==> src/hw/glue_defines.svh <==
/*
 * sizing macros for the system glue logic
 * included by the packages, the RTL and the testbench
 */
`ifndef GLUE_DEFINES_SVH
`define GLUE_DEFINES_SVH

// ------------------------------
// reset sequencing
// ------------------------------

// sof pulses that reset is held after the request ends
`define GLUE_RESET_FRAMES 2

// depth of the cpu reset synchronizer
`define GLUE_SYNC_STAGES 2

// ------------------------------
// real time clock
// ------------------------------

`define GLUE_RTC_NIBBLES 16 // 4-bit fields in the rtc word

`endif

==> src/hw/bus_pkg.sv <==
/*
 * m68k side bus types: address, data word and interrupt level
 * referenced by scoped name from the glue modules
 */
`include "glue_defines.svh"

package bus_pkg;

	// word address, a0 is implied by the byte strobes
	typedef logic [23:1] cpu_addr_t;

	// cia a drives d7..d0, cia b drives d15..d8
	typedef struct packed {
		logic [7:0] cia_b; // high lane
		logic [7:0] cia_a; // low lane
	} cia_lanes_t;

	// one cpu data word, seen raw or as the two cia byte lanes
	typedef union packed {
		logic [15:0] raw;
		cia_lanes_t  lane;
	} cpu_word_u;

	typedef logic [2:0] ipl_t; // active low, 3'b111 = no request

	// cpu reset synchronizer chain, one bit per stage
	typedef logic [`GLUE_SYNC_STAGES-1:0] cpu_rst_sync_t;

endpackage

==> src/hw/config_pkg.sv <==
/*
 * configuration word layouts as delivered by the user io block
 * boot_config decodes these into the outputs of the core
 */
package config_pkg;

	// ------------------------------
	// chipset features
	// ------------------------------
	typedef struct packed {
		logic aga;   // aga chipset
		logic ecs;   // ecs chipset
		logic a1k;   // a1000 mode
		logic ntsc;  // video standard request, applied at reset
		logic turbo; // turbo mode
	} chipset_cfg_t;

	// memory layout, hrtmon_en stays with cia a
	typedef struct packed {
		logic       hrtmon_ext; // bit 7
		logic       hrtmon_en;  // bit 6
		logic [1:0] slow;       // slow ram size
		logic [1:0] chip;       // chip ram size
		logic [1:0] fast;       // fast ram size
	} mem_cfg_t;

	// hdd and controller setup
	typedef struct packed {
		logic       no_fast;  // bit 5, keeps ide on gayle
		logic [1:0] rsvd;
		logic       slave;    // slave drive present
		logic       master;   // master drive present
		logic       gayle_en; // bit 0
	} ide_cfg_t;

	typedef logic [2:0] cache_cfg_t; // cpu cache control bits

endpackage

==> src/hw/sys_reset_ctrl.sv <==
/*
 * system reset sequencer: stretches a reset request over a few
 * video frames and hands a synchronized reset to the cpu
 */
`include "glue_defines.svh"

module sys_reset_ctrl (
	input  logic clk,
	input  logic rst,
	input  logic sof,            // start of frame strobe
	input  logic mrst,           // user or external reset request
	input  logic cpurst,         // cpu only reset
	input  logic cpu_reset_in_n, // reset from the cpu core
	output logic sys_reset,      // core reset
	output logic cpu_reset_n     // reset to the cpu, active low
);

	localparam int CNT_W = $clog2(`GLUE_RESET_FRAMES + 1);

	logic                   hold_q; // stretched request
	logic [CNT_W-1:0]       frame_cnt;
	bus_pkg::cpu_rst_sync_t sync_q; // cpu reset chain

	// ------------------------------
	// frame stretch
	// ------------------------------
	always_ff @(posedge clk) begin
		if (rst) begin
			hold_q    <= 1'b1; // come out of reset held
			frame_cnt <= '0;
		end else if (mrst) begin
			hold_q    <= 1'b1;
			frame_cnt <= '0; // restart the count while requested
		end else if (hold_q && sof) begin
			if (frame_cnt == CNT_W'(`GLUE_RESET_FRAMES - 1)) begin
				hold_q    <= 1'b0; // last frame seen
				frame_cnt <= '0;
			end else begin
				frame_cnt <= frame_cnt + 1'b1;
			end
		end
	end

	// the cpu core can also hold the system in reset
	assign sys_reset = hold_q | ~cpu_reset_in_n;

	// ------------------------------
	// cpu reset synchronizer
	// ------------------------------
	always_ff @(posedge clk) begin
		if (rst) begin
			sync_q <= '0; // cpu held in reset
		end else begin
			sync_q[0] <= ~(cpurst | sys_reset);
			for (int i = 1; i < `GLUE_SYNC_STAGES; i++) begin
				sync_q[i] <= sync_q[i-1]; // shift towards the output
			end
		end
	end

	assign cpu_reset_n = sync_q[`GLUE_SYNC_STAGES-1];

endmodule

==> src/hw/boot_config.sv <==
/*
 * boot time state and configuration decode: kickstart overlay,
 * video standard latch, memory, cache and ide settings
 */
module boot_config (
	input  logic                     clk,
	input  logic                     rst,
	input  logic                     clk7_en,
	input  logic                     sys_reset,
	input  logic                     cpu_reset_n,
	input  logic                     cpu_reset_in_n,
	input  logic                     sel_cia_a,     // cia a address space
	input  logic                     cpu_wr,        // any byte write
	input  config_pkg::chipset_cfg_t chipset_cfg,
	input  config_pkg::mem_cfg_t     mem_cfg,
	input  config_pkg::ide_cfg_t     ide_cfg,
	input  logic [1:0]               cpu_cfg,
	input  config_pkg::cache_cfg_t   cache_cfg_pre,
	output logic                     ovl,           // kickstart overlay at 0
	output logic                     ntsc,
	output logic [6:0]               memcfg,
	output config_pkg::cache_cfg_t   cachecfg,
	output logic                     ide_ena,
	output logic                     ide_fast
);

	// overlay maps rom at address 0 until the boot code
	// writes cia a to switch it off
	always_ff @(posedge clk) begin
		if (rst) begin
			ovl <= 1'b1;
		end else if (!cpu_reset_n || !cpu_reset_in_n) begin
			ovl <= 1'b1; // any cpu reset brings the rom back
		end else if (sel_cia_a && cpu_wr) begin
			ovl <= 1'b0;
		end
	end

	// pal/ntsc only switches while reset is held
	always_ff @(posedge clk) begin
		if (rst) begin
			ntsc <= 1'b0; // pal
		end else if (clk7_en && sys_reset) begin
			ntsc <= chipset_cfg.ntsc;
		end
	end

	// ------------------------------
	// derived outputs
	// ------------------------------
	assign memcfg   = {mem_cfg.hrtmon_ext, mem_cfg.slow, mem_cfg.chip, mem_cfg.fast};
	assign cachecfg = {cache_cfg_pre[2], ~ovl, ~ovl}; // no caching over the rom overlay
	assign ide_ena  = ide_cfg.gayle_en;
	assign ide_fast = ~ide_cfg.no_fast & cpu_cfg[1]; // fast ide needs the fast cpu

endmodule

==> src/hw/irq_encoder.sv <==
/*
 * cpu interrupt level encoder, requests arrive already enabled
 * level 7 (freeze) beats everything, output is registered
 */
module irq_encoder (
	input  logic          clk,
	input  logic          rst,
	input  logic          int7,        // freeze button
	input  logic          int6,        // cia b
	input  logic          int3,        // vertical blank and friends
	input  logic          cia_irq,     // cia a, level 2
	input  logic          gayle_irq,
	input  logic          ide_ext_irq, // external fast ide controller
	input  logic          ide_fast,
	output bus_pkg::ipl_t ipl
);

	logic          int2;
	bus_pkg::ipl_t level; // active high level

	// ide interrupt comes from whichever controller owns the drives
	assign int2 = cia_irq | (ide_fast ? ide_ext_irq : gayle_irq);

	always_comb begin
		if (int6)      level = 3'd6;
		else if (int3) level = 3'd3;
		else if (int2) level = 3'd2;
		else           level = 3'd0; // idle
	end

	always_ff @(posedge clk) begin
		if (rst)       ipl <= 3'b111; // no request
		else if (int7) ipl <= 3'b000; // nmi
		else           ipl <= ~level;
	end

endmodule

==> src/hw/cpu_read_mux.sv <==
/*
 * cpu read data merge, every source drives zero when not selected
 * so the sources are simply ORed, the rtc nibble is picked here
 */
`include "glue_defines.svh"

module cpu_read_mux (
	input  logic                            sel_rtc,
	input  logic                            cpu_rd,
	input  bus_pkg::cpu_addr_t              cpu_address,
	input  logic [4*`GLUE_RTC_NIBBLES-1:0]  rtc,        // packed rtc fields
	input  logic [15:0]                     gary_data,
	input  logic [15:0]                     gayle_data,
	input  logic [15:0]                     cart_data,
	input  logic [7:0]                      cia_a_data,
	input  logic [7:0]                      cia_b_data,
	output logic [15:0]                     cpu_data_in
);

	localparam int IDX_W = $clog2(`GLUE_RTC_NIBBLES);

	bus_pkg::cpu_word_u cia_word;
	logic [IDX_W-1:0]   nib_idx;
	logic [15:0]        rtc_data;

	// cia a on the low lane, cia b on the high lane
	always_comb begin
		cia_word.lane.cia_a = cia_a_data;
		cia_word.lane.cia_b = cia_b_data;
	end

	// one rtc field per longword address
	assign nib_idx = cpu_address[IDX_W+1:2];

	always_comb begin
		rtc_data = 16'h0000;
		if (sel_rtc && cpu_rd) begin
			rtc_data[3:0] = rtc[{nib_idx, 2'b00} +: 4]; // upper bits read zero
		end
	end

	assign cpu_data_in = gary_data
		| gayle_data
		| cart_data
		| cia_word.raw
		| rtc_data;

endmodule

==> src/hw/minimig_glue.sv <==
/*
 * system glue top: reset sequencing, boot configuration,
 * interrupt encoding and cpu read merge wired together
 */
`include "glue_defines.svh"

module minimig_glue (
	input  logic                            clk,
	input  logic                            rst,
	input  logic                            clk7_en,
	input  logic                            sof,
	input  logic                            mrst,
	input  logic                            cpurst,
	input  logic                            cpu_reset_in_n,
	input  logic                            sel_cia_a,
	input  logic                            sel_rtc,
	input  logic                            cpu_rd,
	input  logic                            cpu_wr,
	input  bus_pkg::cpu_addr_t              cpu_address,
	input  config_pkg::chipset_cfg_t        chipset_cfg,
	input  config_pkg::mem_cfg_t            mem_cfg,
	input  config_pkg::ide_cfg_t            ide_cfg,
	input  logic [1:0]                      cpu_cfg,
	input  config_pkg::cache_cfg_t          cache_cfg_pre,
	input  logic                            int7,
	input  logic                            int6,
	input  logic                            int3,
	input  logic                            cia_irq,
	input  logic                            gayle_irq,
	input  logic                            ide_ext_irq,
	input  logic [4*`GLUE_RTC_NIBBLES-1:0]  rtc,
	input  logic [15:0]                     gary_data,
	input  logic [15:0]                     gayle_data,
	input  logic [15:0]                     cart_data,
	input  logic [7:0]                      cia_a_data,
	input  logic [7:0]                      cia_b_data,
	output logic                            sys_reset,
	output logic                            cpu_reset_n,
	output logic                            ovl,
	output logic                            ntsc,
	output logic [6:0]                      memcfg,
	output config_pkg::cache_cfg_t          cachecfg,
	output logic                            ide_ena,
	output logic                            ide_fast,
	output bus_pkg::ipl_t                   ipl,
	output logic [15:0]                     cpu_data_in
);

	// ------------------------------
	// reset and boot state
	// ------------------------------
	sys_reset_ctrl u_reset (
		.clk(clk), .rst(rst), .sof(sof), .mrst(mrst), .cpurst(cpurst),
		.cpu_reset_in_n(cpu_reset_in_n), .sys_reset(sys_reset), .cpu_reset_n(cpu_reset_n)
	);

	boot_config u_boot (
		.clk(clk), .rst(rst), .clk7_en(clk7_en), .sys_reset(sys_reset),
		.cpu_reset_n(cpu_reset_n), .cpu_reset_in_n(cpu_reset_in_n),
		.sel_cia_a(sel_cia_a), .cpu_wr(cpu_wr), .chipset_cfg(chipset_cfg),
		.mem_cfg(mem_cfg), .ide_cfg(ide_cfg), .cpu_cfg(cpu_cfg),
		.cache_cfg_pre(cache_cfg_pre), .ovl(ovl), .ntsc(ntsc), .memcfg(memcfg),
		.cachecfg(cachecfg), .ide_ena(ide_ena), .ide_fast(ide_fast)
	);

	// ------------------------------
	// cpu side
	// ------------------------------
	irq_encoder u_irq (
		.clk(clk), .rst(rst), .int7(int7), .int6(int6), .int3(int3),
		.cia_irq(cia_irq), .gayle_irq(gayle_irq), .ide_ext_irq(ide_ext_irq),
		.ide_fast(ide_fast), .ipl(ipl) // ide_fast from boot_config
	);

	cpu_read_mux u_rdmux (
		.sel_rtc(sel_rtc), .cpu_rd(cpu_rd), .cpu_address(cpu_address), .rtc(rtc),
		.gary_data(gary_data), .gayle_data(gayle_data), .cart_data(cart_data),
		.cia_a_data(cia_a_data), .cia_b_data(cia_b_data), .cpu_data_in(cpu_data_in)
	);

endmodule

==> config.mk <==
export PLATFORM = sky130hd
export DESIGN_NAME = minimig_glue
export DESIGN_NICKNAME = d
export VERILOG_FILES = /design/src/hw/bus_pkg.sv /design/src/hw/config_pkg.sv /design/src/hw/sys_reset_ctrl.sv /design/src/hw/boot_config.sv /design/src/hw/irq_encoder.sv /design/src/hw/cpu_read_mux.sv /design/src/hw/minimig_glue.sv
export VERILOG_INCLUDE_DIRS = /design/src /design/src/hw
export SDC_FILE = /design/constraint.sdc
export NUM_CORES = 1
export LEC_CHECK = 0
export BUFFER_PORTS_ARGS = -buffer_cell sky130_fd_sc_hd__buf_4
export CORE_AREA = 4 4 86 88
export CTS_CLUSTER_DIAMETER = 200
export DETAILED_ROUTE_END_ITERATION = 7
export DIE_AREA = 0 0 90 92
export PLACE_DENSITY_LB_ADDON = 0.1
export SLEW_MARGIN = 25
export SYNTH_ARGS = -nofsm -noshare
export SYNTH_HDL_FRONTEND = slang
export SYNTH_SLANG_ARGS = --single-unit
export TNS_END_PERCENT = 20
==> constraint.sdc <==
create_clock -name clk -period 1.7 [get_ports clk]
set_input_delay 0.17 -clock clk [delete_from_list [all_inputs] [get_ports clk]]
set_output_delay 0.17 -clock clk [all_outputs]
set_load 0.02 [all_outputs]
==> summary.md, run 1 <==
| Metric | Value |
|---|---|
| Maximum level of the CTS H-tree | 1 |
| Buffers from clock root to sink, at most | 2 |
| Max Cap Viol | 0 |
| Required time at the worst-slack endpoint | 1.53 ns |
| Crit path DAT | 1.42 ns |
| Yosys warning count | 0 |
| Filler-free cell count of the finished design | 356 |
| Core occupancy in the finished layout | 0.3804 |
| Most common library cell in the layout ignoring fill and taps | sky130_fd_sc_hd__buf_4 |
| Count of TritonRoute iterations in the first routing pass | 4 |
| Clk root buf | sky130_fd_sc_hd__clkbuf_8 |
| Relative slew slack | 0.7557 |
| Number of sinks on the clock net | 10 |
| Post-route minimum period | 1.594 ns |
| Clock-pin slew of the registers on the worst-case setup and hold paths | 0.05 ns |
| Routed wirelength normalized by instance count | 15.22 um |
| Peak supply drop | 0.0001842 V |
| Placement row count | 30 |
| Max Clk Rate | 0.6275 GHz |
| Mux share of post-synthesis cell area | 0.3867 |
| CTS Buf Count | 3 |
| Vias in the first global route | 1644 |
| Number of endpoints failing setup at the final stage | 0 |
| Setup TNS after final layout | 0 ns |
| Slowest-stage cell, CP | sky130_fd_sc_hd__mux4_2 |
| Post-Synthesis Mean Instance Area | 10.52 um2 |
| Initial antenna violation count | 0 |
| Avg Vias per Cell | 4.435 |
| Simple-gate share of the synthesized area | 0.2178 |
| Initial cell density of the core | 0.1695 |
| Count of port buffers added during placement | 177 |
| Fraction of final layout cells with drive strength greater than 1 | 0.6848 |
| Hold Crit Endpoint | u_reset.sync_q[0] |
| GRT Total Usage | 0.1225 |
| Skew-Pair Late Insertion Delay | 0.23 ns |
| Synth Area in Adders | 0 |
| Number of fillers in the final layout | 688 |
| Main flop type after synthesis | sky130_fd_sc_hd__dfxtp_1 |
| Die span in x | 90 um |
| Total number of nets in the final design | 469 |
| Clock tree from TritonCTS | built |
| Worst reg-to-reg path cell count | 4 |
| Max stage delay on crit path | 0.49 ns |
| Yosys reg bits | 10 |
| Vias after detailed routing | 1579 |
| Hold depth | 2 |
| RSZ-0062 raised after global routing | false |
| Compound-cell area share of the yosys netlist | 0.09889 |
| Power per standard cell area | 394.0 mW/mm2 |
| Post-Syn Instances | 107 |
| Syn_nets | 299 |
| Synth Cell Area | 0.001126 mm2 |
| I/O pin total | 227 |
| Cells along the critical path | buf_8 > buf_12 > mux4_2 > a22oi_1 > nand3_1 > buf_4 |
| Setup Crit Path Kind | in -> out |
| Routability-driven placement congestion ratio | 0.7376 |
| DR DRC count | 0 |
| Final hold violation count | 0 |
| Sequential share of the synthesized area | 0.1778 |
| Routed Wire Length | 5420 um |
| Ratio of final minimum period to clock period | 0.9375 |
| Xor and xnor fraction of the mapped netlist area | 0.007778 |
| Distinct cells, synth | 32 |
| Status | finished clean |
| Standby leakage power | 0.001251 uW |
| Pin slew with the least headroom to its limit | 0.3631 ns |
| Height of the die | 92 um |
| Launch point of the worst hold path | cpurst |
| Critical R2R Capture | u_boot.ntsc |
| Setup fix buffers added after clock tree synthesis | 0 |
| Number of synthesized flops with an enable pin | 0 |
| Core Area | 0.006644 mm2 |
| First-pass GRT wire length | 8176 um |
| Highest-count cells in the layout ignoring fill and taps | 177 x sky130_fd_sc_hd__buf_4, 12 x sky130_fd_sc_hd__or4_1, 10 x sky130_fd_sc_hd__dfxtp_1, 9 x sky130_fd_sc_hd__mux2i_1 |
| Type of the tightest min-delay check | in -> reg |
| Crit path launch type | primary input |
| Worst setup margin | 0.1063 ns |
| Skew final | 0.0003321 ns |
| Maximum net fanout on the critical path | 13 |
| Initial drt markers | 16 |
| Capturing element type of the critical path | output pin |
| Placed Instances | 352 |
| Detailed placement HPWL | 4988 um |
| Number of diodes | 0 |
| Placement Setup Slack | -0.02305 ns |
| Total global routing overflow | 0 |
| Combinational family with the most area after synthesis | multiplexers |
| Async S/R FF share, synth | 0 |
| Final antenna-violating net count | 0 |
| Area delta synth->final | 124.4% |
| Critical register-to-register path startpoint | u_reset.hold_q |
| Max-slew violation count | 0 |
| Maximum number of pins on one net before global-route repair | 17 |
| Worst setup slack for register-to-register paths | 0.87 ns |
| Die area | 0.008280 mm2 |
[worst max-delay path: cells and delay by family]
kind	cells	cell delay, ns
buffers and inverters	3	0.46
muxes	1	0.49
AOI/OAI and AO/OA	1	0.19
and+or+nand+nor	1	0.10
[sequential cells by signal (all words and copies together) (netlist names)]
name / count
u_reset.hold_q: 1
u_boot.ovl: 1
u_reset.sync_q: 2
u_irq.ipl: 3
u_reset.frame_cnt: 2
u_boot.ntsc: 1
[cells in the mapped netlist (2+ instances only)]
cell / count / area, um2
sky130_fd_sc_hd__a221oi_1: 2 / 17.52
sky130_fd_sc_hd__a22oi_1: 3 / 22.52
sky130_fd_sc_hd__buf_4: 11 / 82.58
sky130_fd_sc_hd__dfxtp_1: 10 / 200.2
sky130_fd_sc_hd__inv_1: 2 / 7.510
sky130_fd_sc_hd__mux2i_1: 9 / 90.09
sky130_fd_sc_hd__mux4_1: 8 / 210.2
sky130_fd_sc_hd__mux4_2: 6 / 135.1
sky130_fd_sc_hd__nand2_1: 8 / 30.03
sky130_fd_sc_hd__nand3_1: 3 / 15.01
sky130_fd_sc_hd__nor2_1: 3 / 11.26
sky130_fd_sc_hd__nor2b_1: 4 / 25.02
sky130_fd_sc_hd__nor4_1: 5 / 31.28
sky130_fd_sc_hd__o211ai_1: 2 / 15.01
sky130_fd_sc_hd__o21ai_0: 2 / 10.01
sky130_fd_sc_hd__o21bai_1: 2 / 15.01
sky130_fd_sc_hd__or4_1: 12 / 90.09
[metal layers]
metal | track usage | part of all wire | routed length, um
met1 | 0.1387 | 0.37 | 2011
met2 | 0.2190 | 0.49 | 2676
met3 | 0.04594 | 0.12 | 653
met4 | 0.02679 | 0.014 | 78
met5 | 0 | 0 | 0
[area by class of cell]
type                    instances  area [um2]  share of cell area
multi-input cells              81       800.8              0.3168
well taps                      80       100.1             0.03960
clock buffers                   4       55.05             0.02178
inverters                       2       7.507            0.002970
flip-flops and latches         10       200.2             0.07921
repair buffers                179        1364              0.5396
[through the flow]
stage	power (uW)	area [um2]	hold WS, ns
final	995.9	2527	0.1050
after global routing	1058	2527	0.1055
after CTS	1010	2524	0.1018
after detailed placement	712.8	2465	0.3401
after global placement	706.3	2465	0.3401
after floorplan	434.1	1126	0.2473
[power breakdown]
part | total [uW] | internal [uW] | switching (uW)
registers | 246 | 243 | 3.28
clock network | 293 | 203 | 89.3
logic | 457 | 324 | 133
total | 996 | 770 | 225
[how the worst max path moves through the flow]
| stage | endpoint | slack, ns | start |
|---|---|---|---|
| floorplan | cpu_data_in[0] | 0.21 | cpu_address[1] |
| global placement | cpu_data_in[3] | -0.002 | cpu_address[1] |
| detailed placement | cpu_data_in[3] | -0.02 | cpu_address[1] |
| CTS | cpu_data_in[3] | 0.05 | cpu_address[1] |
| global route | cpu_data_in[3] | 0.02 | cpu_address[1] |
| finish | cpu_data_in[3] | 0.11 | cpu_address[1] |
[timing repair]
| item | in CTS | in global routing |
|---|---|---|
| gates resized for setup | 1 | 1 |
| setup endpoints to repair | 1 | 1 |
| pin swaps | 0 | 0 |
| hold buffers | 0 | 0 |
[kinds of logic (layout without fill, tap and decap cells)]
logic type,after synthesis,in the layout
AND/OR/NAND/NOR,41,41
multiplexers,23,23
AO/OA/AOI/OAI,16,16
buffers and inverters,16,185
flip-flops,10,10
XOR/XNOR,1,1
No activity file was read; power rests on OpenSTA's default activity.
==> run 2: changes to the inputs <==
--- a/config.mk
+++ b/config.mk
@@ -7,10 +7,10 @@
 export NUM_CORES = 1
 export LEC_CHECK = 0
 export BUFFER_PORTS_ARGS = -buffer_cell sky130_fd_sc_hd__buf_4
-export CORE_AREA = 4 4 86 88
+export CORE_AREA = 2 2 89 91
 export CTS_CLUSTER_DIAMETER = 200
 export DETAILED_ROUTE_END_ITERATION = 7
-export DIE_AREA = 0 0 90 92
+export DIE_AREA = 0 0 91 93
 export PLACE_DENSITY_LB_ADDON = 0.1
 export SLEW_MARGIN = 25
 export SYNTH_ARGS = -nofsm -noshare
==> summary.md, run 2 (synthesized netlist as in run 1, its figures left out) <==
| Metric | Value |
|---|---|
| Number of sinks on the clock net | 10 |
| Max reg flops | 3 |
| Highest-utilization routing layer at the global route stage | met2 |
| Placement row count | 32 |
| GRT Total Usage | 0.09703 |
| Biggest registers after layout | u_irq.ipl x3, u_reset.frame_cnt x2, u_reset.sync_q x2 |
| Status | finished clean |
| Routed Wire Length | 4488 um |
| Slowest-stage cell, CP | sky130_fd_sc_hd__mux4_2 |
| Fraction of final layout cells with drive strength greater than 1 | 0.6825 |
| Vias in the first global route | 1604 |
| Crit path DAT | 1.40 ns |
| DR DRC count | 0 |
| Skew-Pair Late Insertion Delay | 0.23 ns |
| Initial antenna violation count | 0 |
| Setup TNS after final layout | 0 ns |
| Area delta synth->final | 125.0% |
| Clock-pin slew of the registers on the worst-case setup and hold paths | 0.04 ns |
| Clock tree from TritonCTS | built |
| I/O pin total | 227 |
| Initial drt markers | 22 |
| Power per standard cell area | 367.4 mW/mm2 |
| Initial cell density of the core | 0.1496 |
| Final hold violation count | 0 |
| Final antenna-violating net count | 0 |
| Grt met2 use | 0.1840 |
| Most common library cell in the layout ignoring fill and taps | sky130_fd_sc_hd__buf_4 |
| Total global routing overflow | 0 |
| Standby leakage power | 0.001240 uW |
| First-pass GRT wire length | 6934 um |
| Die area | 0.008463 mm2 |
| CTS Buf Count | 3 |
| Grt met3 use | 0.02579 |
| Max stage delay on crit path | 0.48 ns |
| Switching share of power | 0.2266 |
| Maximum number of pins on one net before global-route repair | 17 |
| Buffers from clock root to sink, at most | 2 |
| Required time at the worst-slack endpoint | 1.53 ns |
| Pin slew with the least headroom to its limit | 0.3619 ns |
| Buffering stage count on the worst path with inverters included | 3 |
| Max-slew violation count | 0 |
| Setup fix buffers added after clock tree synthesis | 0 |
| Cts-stage hold buffer count | 0 |
| Routed wirelength normalized by instance count | 11.94 um |
| Clock power share | 0.249 |
| Finished layout cell area | 0.002534 mm2 |
| Filler-free cell count of the finished design | 376 |
| RSZ-0062 raised after global routing | false |
| Sequential Power Share | 0.265 |
| Skew final | 0.0009691 ns |
| Core Area | 0.007527 mm2 |
| Combinational share of power | 0.486 |
| Avg Vias per Cell | 4.122 |
| Max Clk Rate | 0.6359 GHz |
| Post-route minimum period | 1.573 ns |
| Highest-count cells in the layout ignoring fill and taps | 176 x sky130_fd_sc_hd__buf_4, 12 x sky130_fd_sc_hd__or4_1, 10 x sky130_fd_sc_hd__dfxtp_1, 9 x sky130_fd_sc_hd__mux2i_1 |
| Count of TritonRoute iterations in the first routing pass | 4 |
| Height of the die | 93 um |
| Sw Pwr | 210.9 uW |
| Die span in x | 91 um |
| Peak supply drop | 0.0001785 V |
| Placed Instances | 373 |
| Crit path launch type | primary input |
| Max Cap Viol | 0 |
| Cells along the critical path | buf_8 > buf_12 > mux4_2 > a22oi_1 > nand3_1 > buf_4 |
| Clk root buf | sky130_fd_sc_hd__clkbuf_8 |
| Number of diodes | 0 |
| Setup Crit Path Kind | in -> out |
| Fraction of met1 tracks used by global routing | 0.1102 |
| Delay-heaviest family, CP | multiplexers |
| Maximum net fanout on the critical path | 13 |
| Number of endpoints failing setup at the final stage | 0 |
| Vias after detailed routing | 1550 |
| Relative slew slack | 0.7587 |
| Number of fillers in the final layout | 820 |
| Detailed placement HPWL | 4072 um |
| Type of the tightest min-delay check | in -> reg |
| Maximum level of the CTS H-tree | 1 |
| Core occupancy in the finished layout | 0.3366 |
| Count of port buffers added during placement | 177 |
| DP Area | 0.002485 mm2 |
| Internal Dissipation | 720.0 uW |
| Worst setup slack for register-to-register paths | 0.86 ns |
| Largest reg by FF count | u_irq.ipl |
| Routability-driven placement congestion ratio | 0.7179 |
| Total number of nets in the final design | 468 |
| Capturing element type of the critical path | output pin |
| Ratio of final minimum period to clock period | 0.9251 |
-- run 2: cell types whose count changed in the layout (fill, tap and decap cells not counted), sizes merged --
cell | previous run | this run
buf | 179 | 178
clkbuf | 4 | 3
-- run 2: layout make-up --
type                    instances  area [um2]  share of cell area
inverters                       2       7.507            0.002963
multi-input cells              81       800.8              0.3160
clock buffers                   3       41.29             0.01630
flip-flops and latches         10       200.2             0.07901
repair buffers                178        1356              0.5353
well taps                     102       127.6             0.05037
-- run 2: worst register-to-register path, stage by stage (launching register included) --
cell and delay, ns:
sky130_fd_sc_hd__dfxtp_1 0.33, sky130_fd_sc_hd__nand2b_1 0.19, sky130_fd_sc_hd__nand2_1 0.08, sky130_fd_sc_hd__nand2_1 0.05, sky130_fd_sc_hd__a21oi_1 0.13
-- run 2: path summary, 6_finish.rpt --
path,cells after the start,startpoint,endpoint
max,6,cpu_address[1],cpu_data_in[3]
min,2,cpurst,u_reset.sync_q[0]
max reg2reg,4,u_reset.hold_q,u_boot.ntsc
min reg2reg,1,u_reset.sync_q[1],u_boot.ovl
-- run 2: layer usage --
metal / up-vias / part of all wire
li1: 772 / -
met1: 683 / 0.35
met2: 87 / 0.54
met3: 8 / 0.10
met4: 0 / 0.0051
met5: - / 0
-- run 2: repair_timing --
item                                    CTS  global route
gates resized for setup                   1             1
endpoints found under the hold margin     0             0
endpoints found under the setup margin    1             1
-- run 2: power groups by stage --
| stage | clock, uW | combinational (uW) | sequential [uW] |
|---|---|---|---|
| finish | 232 | 452 | 246 |
| global route | 258 | 490 | 247 |
| CTS | 245 | 459 | 246 |
| detailed placement | 0 | 457 | 251 |
| global placement | 0 | 451 | 251 |
| floorplan | 0 | 176 | 258 |
-- run 2: stage by stage --
step | hold slack (ns) | power, uW | setup WS [ns]
2_1_floorplan | 0.2473 | 434.1 | 0.2072
3_3_place_gp | 0.3394 | 701.3 | 0.01738
3_5_place_dp | 0.3401 | 707.8 | 0.0008005
4_1_cts | 0.1002 | 949.9 | 0.07097
5_1_grt | 0.1022 | 994.8 | 0.02652
6_report | 0.1039 | 930.9 | 0.1274
==> run 3: changes to the inputs <==
--- a/config.mk
+++ b/config.mk
@@ -11,7 +11,7 @@
 export CTS_CLUSTER_DIAMETER = 200
 export DETAILED_ROUTE_END_ITERATION = 7
 export DIE_AREA = 0 0 91 93
-export PLACE_DENSITY_LB_ADDON = 0.1
+export PLACE_DENSITY_LB_ADDON = 0.05
 export SLEW_MARGIN = 25
 export SYNTH_ARGS = -nofsm -noshare
 export SYNTH_HDL_FRONTEND = slang
==> summary.md, run 3 (synthesized netlist as in run 1, its figures left out) <==
| Metric | Value |
|---|---|
| Number of fillers in the final layout | 817 |
| Ratio of final minimum period to clock period | 0.9197 |
| Maximum net fanout on the critical path | 15 |
| Fraction of final layout cells with drive strength greater than 1 | 0.6825 |
| Peak supply drop | 0.0001867 V |
| DR DRC count | 0 |
| Standby leakage power | 0.001235 uW |
| Crit path DAT | 1.39 ns |
| Maximum level of the CTS H-tree | 1 |
| Core Area | 0.007527 mm2 |
| Height of the die | 93 um |
| Setup fix buffers added after clock tree synthesis | 0 |
| Detailed placement HPWL | 4305 um |
| Crit path launch type | primary input |
| Cells along the critical path | buf_8 > mux4_1 > mux2i_1 > o21a_1 > o21ai_1 > buf_4 |
| Combinational share of power | 0.481 |
| Number of diodes | 0 |
| RSZ-0062 raised after global routing | false |
| Count of TritonRoute iterations in the first routing pass | 4 |
| Multi-input logic area | 800.8 um2 |
| Pin slew with the least headroom to its limit | 0.4045 ns |
| Internal Dissipation | 717.4 uW |
| Post-cts gate resize count | 1 |
| Die area | 0.008463 mm2 |
| Biggest registers after layout | u_irq.ipl x3, u_reset.frame_cnt x2, u_reset.sync_q x2 |
| Max Cap Viol | 0 |
| Clock power share | 0.256 |
| Initial cell density of the core | 0.1496 |
| Clk root buf | sky130_fd_sc_hd__clkbuf_8 |
| Capturing element type of the critical path | output pin |
| Vias in the first global route | 1549 |
| Clock-pin slew of the registers on the worst-case setup and hold paths | 0.04 ns |
| Max-slew violation count | 0 |
| Placed Instances | 373 |
| Initial antenna violation count | 0 |
| Buffers from clock root to sink, at most | 2 |
| Routability-driven placement congestion ratio | 0.6850 |
| Max stage delay on crit path | 0.57 ns |
| Highest-count cells in the layout ignoring fill and taps | 177 x sky130_fd_sc_hd__buf_4, 12 x sky130_fd_sc_hd__or4_1, 10 x sky130_fd_sc_hd__dfxtp_1, 9 x sky130_fd_sc_hd__mux2i_1 |
| Power per standard cell area | 371.2 mW/mm2 |
| Final hold violation count | 0 |
| Routed Wire Length | 4832 um |
| Post-route minimum period | 1.564 ns |
| Core occupancy in the finished layout | 0.3349 |
| Skew final | 0.0006335 ns |
| Status | finished clean |
| Count of port buffers added during placement | 177 |
| Placement row count | 32 |
| Routed wirelength normalized by instance count | 12.85 um |
| Type of the tightest min-delay check | in -> reg |
| Max Clk Rate | 0.6396 GHz |
| Total global routing overflow | 0 |
| Required time at the worst-slack endpoint | 1.53 ns |
| Worst setup slack for register-to-register paths | 0.87 ns |
| GRT Total Usage | 0.1039 |
| Clock tree from TritonCTS | built |
| Vias after detailed routing | 1540 |
| I/O pin total | 227 |
| Number of sinks on the clock net | 10 |
| Number of endpoints failing setup at the final stage | 0 |
| Largest reg by FF count | u_irq.ipl |
| Relative slew slack | 0.7278 |
| Skew-Pair Late Insertion Delay | 0.23 ns |
| Die span in x | 91 um |
| Max reg flops | 3 |
| Final antenna-violating net count | 0 |
| Sw Pwr | 218.4 uW |
| Slowest-stage cell, CP | sky130_fd_sc_hd__mux4_1 |
| Most common library cell in the layout ignoring fill and taps | sky130_fd_sc_hd__buf_4 |
| Filler-free cell count of the finished design | 376 |
| Switching share of power | 0.2334 |
| Area delta synth->final | 123.9% |
| CTS Buf Count | 3 |
| Initial drt markers | 28 |
| Setup Crit Path Kind | in -> out |
| Worst setup margin | 0.1364 ns |
| Avg Vias per Cell | 4.096 |
| Total number of nets in the final design | 468 |
| Placement Setup Slack | -0.02590 ns |
| Sequential Power Share | 0.263 |
| FF/Latch Area | 200.2 um2 |
| Maximum number of pins on one net before global-route repair | 17 |
| Setup TNS after final layout | 0 ns |
| First-pass GRT wire length | 7100 um |
| Cts-stage hold buffer count | 0 |
## run 3: cell count changes in the layout (fill, tap and decap cells not counted)
cell / delta
sky130_fd_sc_hd__buf_12: -1
sky130_fd_sc_hd__buf_4: +1
## run 3: final timing paths
kind / startpoint / endpoint / cells after the start
min reg2reg: u_reset.sync_q[1] / u_boot.ovl / 1
max reg2reg: u_reset.hold_q / u_boot.ntsc / 4
max: cpu_address[1] / cpu_data_in[1] / 6
min: cpurst / u_reset.sync_q[0] / 2
## run 3: per-stage QoR
stage	cell area (um2)	hold slack [ns]	power [uW]
2_1_floorplan	1126	0.2473	434.1
4_1_cts	2517	0.09631	952.5
5_1_grt	2521	0.1028	992.2
6_report	2521	0.1020	935.8
3_3_place_gp	2472	0.3401	702.2
3_5_place_dp	2472	0.3401	705.5
## run 3: area by class of cell
| type | instances | area share |
|---|---|---|
| Clock buffer | 3 | 0.01638 |
| Inverter | 2 | 0.002978 |
| Multi-Input combinational cell | 81 | 0.3176 |
| Sequential cell | 10 | 0.07940 |
| Tap cell | 102 | 0.05062 |
| Timing Repair Buffer | 178 | 0.5330 |
## run 3: power groups by stage
| stage | combinational, uW | clock, uW | sequential (uW) |
|---|---|---|---|
| after floorplan | 176 | 0 | 258 |
| after global placement | 452 | 0 | 251 |
| after detailed placement | 455 | 0 | 251 |
| after CTS | 456 | 250 | 246 |
| after global routing | 487 | 259 | 247 |
| final | 450 | 239 | 246 |
## run 3: metal layers
layer | GRT usage | up-vias | wire, um
met2 | 0.2037 | 93 | 2590
li1 | - | 770 | -
met3 | 0.02981 | 4 | 566
met4 | 0.03030 | 0 | 34
met5 | 0 | - | 0
met1 | 0.1062 | 673 | 1641
## run 3: worst max-delay path: cells and delay by family
kind | cells | cell delay [ns]
buffers and inverters | 2 | 0.33
AOI/OAI and AO/OA | 2 | 0.18
muxes | 2 | 0.71
